[config.mk]
export PLATFORM = sky130hd
export DESIGN_NAME = transfer_scheduler
export DESIGN_NICKNAME = d
export VERILOG_FILES = /design/src/logic/acquire_pkg.sv /design/src/logic/transfer_scheduler.sv
export SDC_FILE = /design/constraint.sdc
export NUM_CORES = 1
export LEC_CHECK = 0
export BUFFER_PORTS_ARGS = -buffer_cell sky130_fd_sc_hd__buf_2
export CAP_MARGIN = 20
export CORE_MARGIN = 8
export CORE_UTILIZATION = 45
export DETAILED_ROUTE_END_ITERATION = 16
export GPL_TIMING_DRIVEN = 1
export MAX_ROUTING_LAYER = met4
export PLACE_DENSITY = 0.78
export REMOVE_ABC_BUFFERS = 1
export SYNTH_ARGS = -nofsm -noshare
export SYNTH_HDL_FRONTEND = slang
export SYNTH_SLANG_ARGS = --single-unit
export TNS_END_PERCENT = 1
[constraint.sdc]
create_clock -name clock -period 3.1 [get_ports clock]
set_input_delay 0.155 -clock clock [delete_from_list [all_inputs] [get_ports clock]]
set_output_delay 0.155 -clock clock [all_outputs]
set_load 0.005 [all_outputs]
[src/logic/acquire_pkg.sv]
package acquire_pkg;

   // sample and buffer sizes
   localparam int SAMPLE_W  = 24;
   localparam int BUF_AW    = 9;
   localparam int BUF_DEPTH = 1 << BUF_AW;   // 512 entries

   // bulk store geometry, kept small for simulation
   localparam int STORE_AW    = 6;
   localparam int STORE_DEPTH = 1 << STORE_AW;   // 64 words
   localparam int CMD_DATA_W  = 32;

   // store timing
   localparam int STORE_BUSY   = 3;   // cycles of cmd_ready low per command
   localparam int READ_LATENCY = 2;   // accepted read to readback.valid
   localparam int BUSY_W       = $clog2(STORE_BUSY + 1);

   // command word on the store port
   typedef struct packed
   {
      logic                  write;   // 1 = write, 0 = read
      logic [STORE_AW-1:0]   address;
      logic [CMD_DATA_W-1:0] data;
   } store_cmd_t;

   // read return from the store
   typedef struct packed
   {
      logic                  valid;
      logic [CMD_DATA_W-1:0] data;
   } readback_t;

   // scheduler phases, encoded as in the original front end
   typedef enum logic [2:0]
   {
      phase_waiting         = 3'd0,
      phase_buffer_to_store = 3'd1,
      phase_store_reading   = 3'd2,
      phase_read_idle       = 3'd3,
      phase_finished        = 3'd4
   } acq_phase_t;

endpackage
[src/logic/transfer_scheduler.sv]
`timescale 1ns/1ps

module transfer_scheduler
   import acquire_pkg::*;
(
   input  logic                clock,
   input  logic                reset,

   input  logic [BUF_AW-1:0]   write_address,
   output logic [BUF_AW-1:0]   read_address,
   input  logic [SAMPLE_W-1:0] read_data,

   input  logic                cmd_ready,
   output logic                cmd_enable,
   output store_cmd_t          cmd,

   input  logic                read_ack,
   output acq_phase_t          phase
);

   // one bit wider than the store address, top bit marks full / done
   logic [STORE_AW:0] store_wr_ptr;
   logic [STORE_AW:0] store_rd_ptr;

   logic store_full;
   logic reads_done;
   logic buffer_pending;
   logic issue_write;
   logic issue_read;

   assign store_full     = store_wr_ptr[STORE_AW];
   assign reads_done     = store_rd_ptr[STORE_AW];
   assign buffer_pending = (read_address != write_address);

   // a command goes out as soon as the store is ready in the issuing phase
   assign issue_write = (phase == phase_buffer_to_store) && cmd_ready;
   assign issue_read  = (phase == phase_store_reading) && cmd_ready;

   always_ff @(posedge clock or posedge reset)
   begin
      if (reset)
      begin
         phase        <= phase_waiting;
         store_wr_ptr <= '0;
         store_rd_ptr <= '0;
         read_address <= '0;
         cmd_enable   <= 1'b0;
      end
      else
      begin
         cmd_enable <= 1'b0;   // one-cycle strobe

         case (phase)
            phase_waiting:
            begin
               if (store_full)
                  phase <= phase_store_reading;
               else if (buffer_pending)
                  phase <= phase_buffer_to_store;   // read_data settles meanwhile
            end

            phase_buffer_to_store:
            begin
               if (issue_write)
               begin
                  cmd_enable   <= 1'b1;
                  store_wr_ptr <= store_wr_ptr + 1'b1;
                  read_address <= read_address + 1'b1;
                  phase        <= phase_waiting;
               end
            end

            phase_store_reading:
            begin
               if (issue_read)
               begin
                  cmd_enable   <= 1'b1;
                  store_rd_ptr <= store_rd_ptr + 1'b1;
                  phase        <= phase_read_idle;
               end
            end

            phase_read_idle:
            begin
               // host paces the read-back, one ack per word
               if (reads_done)
                  phase <= phase_finished;
               else if (read_ack)
                  phase <= phase_store_reading;
            end

            phase_finished:
               phase <= phase_finished;   // held until reset

            default:
               phase <= phase_waiting;
         endcase
      end
   end

   // command payload, loaded with the strobe
   always_ff @(posedge clock)
   begin
      if (issue_write)
      begin
         cmd.write   <= 1'b1;
         cmd.address <= store_wr_ptr[STORE_AW-1:0];
         cmd.data    <= {{(CMD_DATA_W - SAMPLE_W){1'b0}}, read_data};
      end
      else if (issue_read)
      begin
         cmd.write   <= 1'b0;
         cmd.address <= store_rd_ptr[STORE_AW-1:0];
         cmd.data    <= '0;   // unused on reads
      end
   end

endmodule

==> results.yml <==
grt:
  gr-usage-met3: 0.06255
  grt_max_degree: 42
  grt_antenna_before_repair: 0
  grt_first_pass_wirelength_um: 8369
  met1_usage: 0.1400
  grt.overflow.total: 0
  grt_pass1_vias: 1723
  grt-busiest-layer: "met2"
  grt_usage: 0.1319
  met2_usage: 0.2041
synthesis:
  synth_area_leaders: "edfxtp_1 (35%), dfrtp_1 (26%), xnor2_1 (7.5%), and2_1 (5.8%), mux2_2 (3.9%)"
  synthTopCellsByCount: "edfxtp_1 (30), dfrtp_1 (27), and2_1 (24)"
  synth_top_area_frac: 0.3505
  synthCells: 188
  ys_warn_count: 0
  yosysUniqueCellTypes: 30
  synth-edff-count: 30
  syn_area_per_cell_um2: 13.67
  synth.largest_area_cell: "edfxtp_1"
  yosysSeqAreaShare: 0.6212
  syn_area_um2: 2570
  synthMostInstantiatedCell: "edfxtp_1"
  synth_seq_cells: 58
  synth_ff_type: "edfxtp_1"
  async_reset_ff_frac: 0.4655
timing:
  fin_crit_sh: 0.6578
  whs_ns: 0.1060
  fin_ws_ns: 1.061
  finalHoldViolations: 0
  fmax_mhz: 490.4
  rsz0062_at_grt: "no"
  worst_slew_margin_rel: 0.4990
  setup_viol: 0
  slew_violations: 0
  tightest_slew_ns: 0.7515
  fin_skew_ns: 0.008325
  min_period_ns: 2.039
worst_hold_path:
  whs_path_depth: 2
  hold-path-endpoint: "cmd[12]"
  hp-class: "primary input to flop"
  worstHoldStart: "read_data[12]"
place:
  dpl_cell_area_um2: 2974
  hpwl_um: 3744
  finalWeightedCongestion: 0.7179
  pre_cts_slack_ns: 1.017
  numPortBuffers: 80
flow_run:
  drv_cap: 0
clock_tree:
  worstSkewPairLatency_ns: 0.33
  clk_transition_reported_paths_ns: 0.06
  cts_tree: "done"
  clock-sinks: 58
  cts_root_buffer: "clkbuf_8"
  htree_levels: 3
  cts-buffers-inserted: 9
  clock_path_buffers: 2
routing:
  first_pass_iters: 4
  routed_via_density: 4.681
  vias: 1643
  drc: 0
  first_iter_violations: 81
  wl_per_cell_um: 14.69
  ant_nets: 0
  wirelength_um: 5157
critical_path:
  crit_required_ns: 3.31
  crit_start: "phase[1]"
  r2r_slack_ns: 1.06
  endpoint_kind: "flop"
  crit_arrival_ns: 2.25
  start_kind: "flop"
  r2r-start: "phase[1]"
  reg2reg_depth: 4
  worstPathMaxFanout: 41
  crit_type: "flop to flop"
  r2r-end: "store_wr_ptr[5]"
cells_and_area:
  multi_input_area_um2: 872.1
  seqCellArea_um2: 1597
  drive_gt1_frac: 0.4122
  diodes: 0
  n_fill_cell: 463
  final_util: 0.5840
  area_growth_pct: 25.12
  fin_nets: 314
  finalInstanceArea_um2: 3216
pwr:
  p_leak_nw: 1.481
  p_per_area_nw_per_um2: 765.1
  peakVddDrop_uv: 334.8
  p_total_w: 0.002460
floorplan:
  dieHeight_um: 91.57
  row_count: 27
  initial_utilization: 0.4667
  pin_count: 89
  die_width_um: 91.57
  die_area_um2: 8385
  coreArea_um2: 5507
status:
  status: "complete, no violations"
## final cells by class
class	instances	area share
well taps	72	0.02802
multi-input cells	120	0.2712
flip-flops and latches	58	0.4965
clock inverters	5	0.01634
inverters	2	0.002335
repair buffers	83	0.1385
clock buffers	11	0.04708
## power by group
group / internal, W / leakage [nW] / switching (W)
logic: 0.000297 / 0.721 / 0.000274
registers: 0.00104 / 0.654 / 0.000159
clock network: 0.000410 / 0.105 / 0.000279
## sequential cells by signal, indices dropped and copies added (netlist names)
signal        cells
cmd              31
cmd_enable        1
phase             3
read_address      9
store_rd_ptr      7
store_wr_ptr      7
## cell usage in the layout (no fill, tap or decap), types with 2 or more instances in the layout
cell and count:
conb_1 8, edfxtp_1 30, clkbuf_8 11, nor2_1 8, and3_4 2, inv_1 2, nor2b_1 2, nand4_1 7
nand2_1 11, xor2_1 8, and4bb_2 2, dfrtp_1 27, ha_1 3, and2_1 24, clkinv_2 3, mux2_2 9
nor3b_1 2, buf_2 80, a21oi_1 2, xnor2_1 22
## metrics by stage
stage	setup TNS, ns	std cells
floorplan	-7.402	180
global placement	0	333
detailed placement	0	333
CTS	0	349
global route	0	351
finish	0	351
## metal layers
metal	wire, um	up-vias	part of all wire
met3	449	8	0.087
li1	-	806	-
met1	2098	772	0.41
met5	0	-	0
met4	93	0	0.018
met2	2515	57	0.49
## worst max path at each step
stage | cells past startpoint | end | slack, ns
finish | 4 | store_wr_ptr[5] | 1.06
CTS | 4 | store_wr_ptr[5] | 1.03
global placement | 4 | store_wr_ptr[5] | 1.10
global route | 4 | read_address[5] | 0.91
floorplan | 2 | cmd[0] | -0.25
detailed placement | 4 | store_wr_ptr[6] | 1.02
## critical path: stages (launching register included)
cell      delay, ns
dfrtp_1        0.49
and4bb_2       0.86
and3_4         0.30
nand4_1        0.13
xnor2_1        0.15
## cell families after synthesis
family / synth area share
XOR/XNOR: 0.1022
flip-flops: 0.6212
multiplexers: 0.03944
adder cells (fa/ha/maj): 0.01461
AO/OA/AOI/OAI: 0.01607
other: 0.001459
buffers and inverters: 0.05160
AND/OR/NAND/NOR: 0.1534
## timing repair
item / CTS / global route
hold endpoints to repair: 0 / 8
endpoints found under the setup margin: 0 / 0
hold buffers: 0 / 1
gates resized for setup: 0 / 0
setup buffers: 0 / 0
Note: power is estimated with default switching activity, not from simulation.
