===== src/logic/acquire_pkg.sv =====
package acquire_pkg;

   // sample and buffer sizes
   localparam int SAMPLE_W  = 24;
   localparam int BUF_AW    = 9;
   localparam int BUF_DEPTH = 1 << BUF_AW;   // 512 entries

   // bulk store geometry, kept small for simulation
   localparam int STORE_AW    = 6;
   localparam int STORE_DEPTH = 1 << STORE_AW;   // 64 words
   localparam int CMD_DATA_W  = 32;

   // store timing
   localparam int STORE_BUSY   = 3;   // cycles of cmd_ready low per command
   localparam int READ_LATENCY = 2;   // accepted read to readback.valid
   localparam int BUSY_W       = $clog2(STORE_BUSY + 1);

   // command word on the store port
   typedef struct packed
   {
      logic                  write;   // 1 = write, 0 = read
      logic [STORE_AW-1:0]   address;
      logic [CMD_DATA_W-1:0] data;
   } store_cmd_t;

   // read return from the store
   typedef struct packed
   {
      logic                  valid;
      logic [CMD_DATA_W-1:0] data;
   } readback_t;

   // scheduler phases, encoded as in the original front end
   typedef enum logic [2:0]
   {
      phase_waiting         = 3'd0,
      phase_buffer_to_store = 3'd1,
      phase_store_reading   = 3'd2,
      phase_read_idle       = 3'd3,
      phase_finished        = 3'd4
   } acq_phase_t;

endpackage

===== src/logic/sample_store.sv =====
`timescale 1ns/1ps

module sample_store
   import acquire_pkg::*;
(
   input  logic       clock,
   input  logic       reset,
   input  logic       cmd_enable,
   input  store_cmd_t cmd,
   output logic       cmd_ready,
   output readback_t  readback
);

   logic [CMD_DATA_W-1:0] store_mem [STORE_DEPTH];
   logic [BUSY_W-1:0]     busy_count;
   logic                  cmd_accept;
   logic                  read_accept;

   // read pipeline, the last stage reads the memory
   logic [READ_LATENCY-2:0] pipe_valid;
   logic [STORE_AW-1:0]     pipe_address [READ_LATENCY-1];
   logic                    rb_valid;
   logic [CMD_DATA_W-1:0]   rb_data;

   assign cmd_ready   = (busy_count == '0);
   assign cmd_accept  = cmd_enable && cmd_ready;
   assign read_accept = cmd_accept && !cmd.write;
   assign readback    = '{valid: rb_valid, data: rb_data};

   // busy countdown and valid pipeline
   always_ff @(posedge clock or posedge reset)
   begin
      if (reset)
      begin
         busy_count <= '0;
         pipe_valid <= '0;
         rb_valid   <= 1'b0;
      end
      else
      begin
         if (cmd_accept)
            busy_count <= BUSY_W'(STORE_BUSY);
         else if (busy_count != '0)
            busy_count <= busy_count - 1'b1;

         pipe_valid[0] <= read_accept;
         for (int i = 1; i < READ_LATENCY - 1; i++)
            pipe_valid[i] <= pipe_valid[i-1];
         rb_valid <= pipe_valid[READ_LATENCY-2];
      end
   end

   // memory array and read data path
   always_ff @(posedge clock)
   begin
      if (cmd_accept && cmd.write)
         store_mem[cmd.address] <= cmd.data;

      pipe_address[0] <= cmd.address;
      for (int i = 1; i < READ_LATENCY - 1; i++)
         pipe_address[i] <= pipe_address[i-1];
      rb_data <= store_mem[pipe_address[READ_LATENCY-2]];
   end

endmodule


===== config.mk =====
export PLATFORM = sky130hd
export DESIGN_NAME = sample_store
export DESIGN_NICKNAME = d
export VERILOG_FILES = /design/src/logic/acquire_pkg.sv /design/src/logic/sample_store.sv
export SDC_FILE = /design/constraint.sdc
export NUM_CORES = 2
export LEC_CHECK = 0
export BUFFER_PORTS_ARGS = -buffer_cell sky130_fd_sc_hd__buf_2
export CORE_UTILIZATION = 30
export CTS_CLUSTER_SIZE = 25
export DETAILED_ROUTE_END_ITERATION = 8
export PLACE_DENSITY_LB_ADDON = 0.1
export RECOVER_POWER = 25
export SLEW_MARGIN = 20
export SYNTH_ARGS = -nofsm -noshare
export SYNTH_HDL_FRONTEND = slang
export SYNTH_SLANG_ARGS = --single-unit

===== constraint.sdc =====
create_clock -name clock -period 3.6 [get_ports clock]
set_input_delay 0.36 -clock clock [delete_from_list [all_inputs] [get_ports clock]]
set_output_delay 0.36 -clock clock [all_outputs]
set_load 0.01 [all_outputs]

==> results.sh <==
export IMPL_slowest_delay_ns=0.54
export IMPL_critPathArrivalTime_ns=3.58
export IMPL_synth_largest_area_cell="edfxtp_1"
export IMPL_synth_edf_count=2048
export IMPL_start_util_pct=30.15
export IMPL_switching_power_uw=11500
export IMPL_rr_startpoint="busy_count[0]$_DFFE_PP0P_"
export IMPL_ant_nets=0
export IMPL_async_flop_share_pct=0.1914
export IMPL_syn_to_final_growth_pct=18.27
export IMPL_wl_per_cell_microns=31.58
export IMPL_avgSynthCellArea_sq_um=22.77
export IMPL_drt_iter0_drc=3338
export IMPL_clk_transition_reported_paths_ns=0.06
export IMPL_antenna_found_initial=17
export IMPL_relSlewSlack_pct=-132.4
export IMPL_ios=76
export IMPL_path_max_fanout=32
export IMPL_vias_per_cell=4.990
export IMPL_htree_levels=4
export IMPL_synth_area_sq_um=79070
export IMPL_slew_violations=1184
export IMPL_period_minus_slack_ns=3.078
export IMPL_pwr_share_seq_pct=51.3
export IMPL_grt_overflow_total=0
export IMPL_postCtsSetupBuffers=0
export IMPL_rr_worst_depth=8
export IMPL_grt_pass1_vias=39470
export IMPL_fin_ws_ns=0.5225
export IMPL_startpoint="busy_count[0]$_DFFE_PP0P_"
export IMPL_whs_path_depth=1
export IMPL_whs_ns=0.2414
export IMPL_seq_area_frac_synth_pct=78.86
export IMPL_clock_path_buffers=3
export IMPL_peakVddDrop_mv=0.5139
export IMPL_cp_required_ns=4.10
export IMPL_grt_total_usage_pct=18.07
export IMPL_clock_sinks=2090
export IMPL_startpoint_type="register"
export IMPL_hpwl_mm=141.4
export IMPL_synth_cell_types=51
export IMPL_tns_ns=0
export IMPL_fillers=24179
export IMPL_synthTopCellsByArea="edfxtp_1 (78%), mux4_2 (13%), mux2i_1 (1.6%)"
export IMPL_cp_slowest_cell="nand2_1"
export IMPL_grt_pass1_wl_mm=331.9
export IMPL_die_area_sq_um=265600
export IMPL_dpl_cell_area_sq_um=86130
export IMPL_pwr_share_clk_pct=43.9
export IMPL_cp_cell_sequence="inv_1 -> ha_1 -> nand3_1 -> nor2_1 -> nand2_1 -> buf_4 -> nor2_4 -> buf_12"
export IMPL_swShare_pct=21.87
export IMPL_setup_worst_path_end="store_mem[36][10]$_DFFE_PP_"
export IMPL_p_int_uw=41090
export IMPL_gp_congestion=0.7432
export IMPL_r2r_slack_ns=0.52
export IMPL_post_route_period_util_pct=85.49
export IMPL_die_w_microns=515.4
export IMPL_status="finished, violations left"
export IMPL_num_vias=37876
export IMPL_clk_latency_ns=0.88
export IMPL_violations="capacitance limit, slew limit"
export IMPL_worst_slew_pin_slew_ns=3.487
export IMPL_coreArea_sq_um=262300
export IMPL_rows=188
export IMPL_wl_mm=239.7
export IMPL_hp_class="input port to register"
export IMPL_place_worst_setup_slack_ns=0.5052
export IMPL_synth_ff_type="edfxtp_1"
export IMPL_setup_viol=0
export IMPL_drive_gt1_share_pct=30.67
export IMPL_synth_net_count=3515
export IMPL_criticalPathCategory="register to register"
export IMPL_synth_most_common_cell="edfxtp_1"
export IMPL_leakagePower_uw=0.02900
export IMPL_synth_common_cells="edfxtp_1 (2,048), mux4_2 (466), o22ai_1 (137)"
export IMPL_synthDominantCellAreaShare_pct=77.77
export IMPL_netlist_instances=3472
export IMPL_p_comb_share_pct=4.9
export IMPL_cts_tree="built"
export IMPL_finalInstanceArea_sq_um=93520
export IMPL_clockRootBuffer="clkbuf_16"
export IMPL_cellPowerDensity_nw_per_um2=562.3
export IMPL_reg2reg_to="store_mem[36][10]$_DFFE_PP_"
export IMPL_grt_max_degree=65
export IMPL_cp_end_kind="register"
export IMPL_hold_viol_final=0
export IMPL_io_buffers=75
export IMPL_die_h_microns=515.4
export IMPL_max_freq_mhz=324.9
export IMPL_numCtsBuffers=225
export IMPL_dr_pass1_iters=6
export IMPL_ys_warn_count=0
export IMPL_synth_seq_cells=2090
export IMPL_maxCapViolations=27
export IMPL_fin_nets=3925
export IMPL_drc=0
export IMPL_rsz0062_at_grt="no"
export IMPL_skew_ns=0.04894
## metal layers
metal	wire [microns]	track usage [%]	part of all wire (%)
met3	10680	2.812	4.5
met5	0	0	0
met2	111700	28.46	47
met4	4855	3.953	2.0
met1	112500	26.25	47
## state kept, by name (all words and copies together) (netlist names)
register      count
store_mem      2048
rb_data          32
pipe_address      6
busy_count        2
pipe_valid        1
rb_valid          1
## stage by stage
step	cells	power (uW)	utilization (%)
2_1_floorplan	3472	28670	-
3_3_place_gp	7155	30100	32.82
6_report	7590	52590	35.66
4_1_cts	7588	53290	35.69
5_1_grt	7589	54270	35.66
3_5_place_dp	7156	30110	32.84
## power by group through the flow
stage	registers (uW)	logic (uW)	clock network [uW]
2_1_floorplan	27400	1280	0
3_3_place_gp	27500	2630	0
3_5_place_dp	27500	2650	0
4_1_cts	26900	2670	23700
5_1_grt	27000	2760	24600
6_report	27000	2570	23100
## what timing repair did
action,in CTS,in global routing
hold endpoints to repair,72,0
resized for setup,0,0
hold buffers,14,0
## final cells by class
type	count	area, sq um	area share (%)
multi-input cells	1188	16130	17.24
inverters	5	21.27	0.02274
diodes	2	5.005	0.005352
flip-flops and latches	2090	62380	66.70
clock buffers	304	6098	6.521
repair buffers	372	3271	3.497
well taps	3515	4398	4.703
clock inverters	114	1224	1.308
## worst min-delay path by stage
stage	end	startpoint	slack, ns
floorplan	busy_count[0]$_DFFE_PP0P_	reset	0.13
global placement	pipe_valid$_DFF_PP0_	reset	0.24
detailed placement	pipe_valid$_DFF_PP0_	reset	0.25
CTS	store_mem[42][1]$_DFFE_PP_	cmd[1]	0.004
global route	store_mem[42][3]$_DFFE_PP_	cmd[3]	0.25
finish	store_mem[42][3]$_DFFE_PP_	cmd[3]	0.24
## critical path: cells and delay by family (launching register included)
family	cells	cell delay, ns
AND/OR/NAND/NOR	4	1.33
buffers and inverters	3	0.75
flip-flops	1	0.36
adder cells (fa/ha/maj)	1	0.24
## placed cells by master, fill, tap and decap left out, types with 24 or more instances in the layout
| master | instances |
|---|---|
| a211oi_1 | 24 |
| mux4_2 | 466 |
| nor2_1 | 34 |
| clkinv_2 | 44 |
| o22ai_1 | 137 |
| a21oi_1 | 24 |
| dfxtp_1 | 32 |
| o221ai_1 | 26 |
| nand2_1 | 35 |
| edfxtp_1 | 2048 |
| nor2_4 | 64 |
| clkinv_1 | 33 |
| clkbuf_1 | 103 |
| mux2i_1 | 123 |
| clkbuf_16 | 226 |
| buf_2 | 43 |
| mux2_2 | 53 |
| buf_12 | 56 |
| buf_4 | 219 |
## logic make-up (layout without fill, tap and decap cells)
group / count (synthesis) / after routing / synth area share (%)
fa+ha+maj: 1 / 1 / 0.01582
mux: 642 / 642 / 15.58
flops: 2090 / 2090 / 78.86
buf+inv: 194 / 795 / 1.437
compound gates: 294 / 294 / 2.532
simple gates: 251 / 251 / 1.568
other cells: 0 / 2 / 0
No activity file was read; power rests on OpenSTA's default activity.
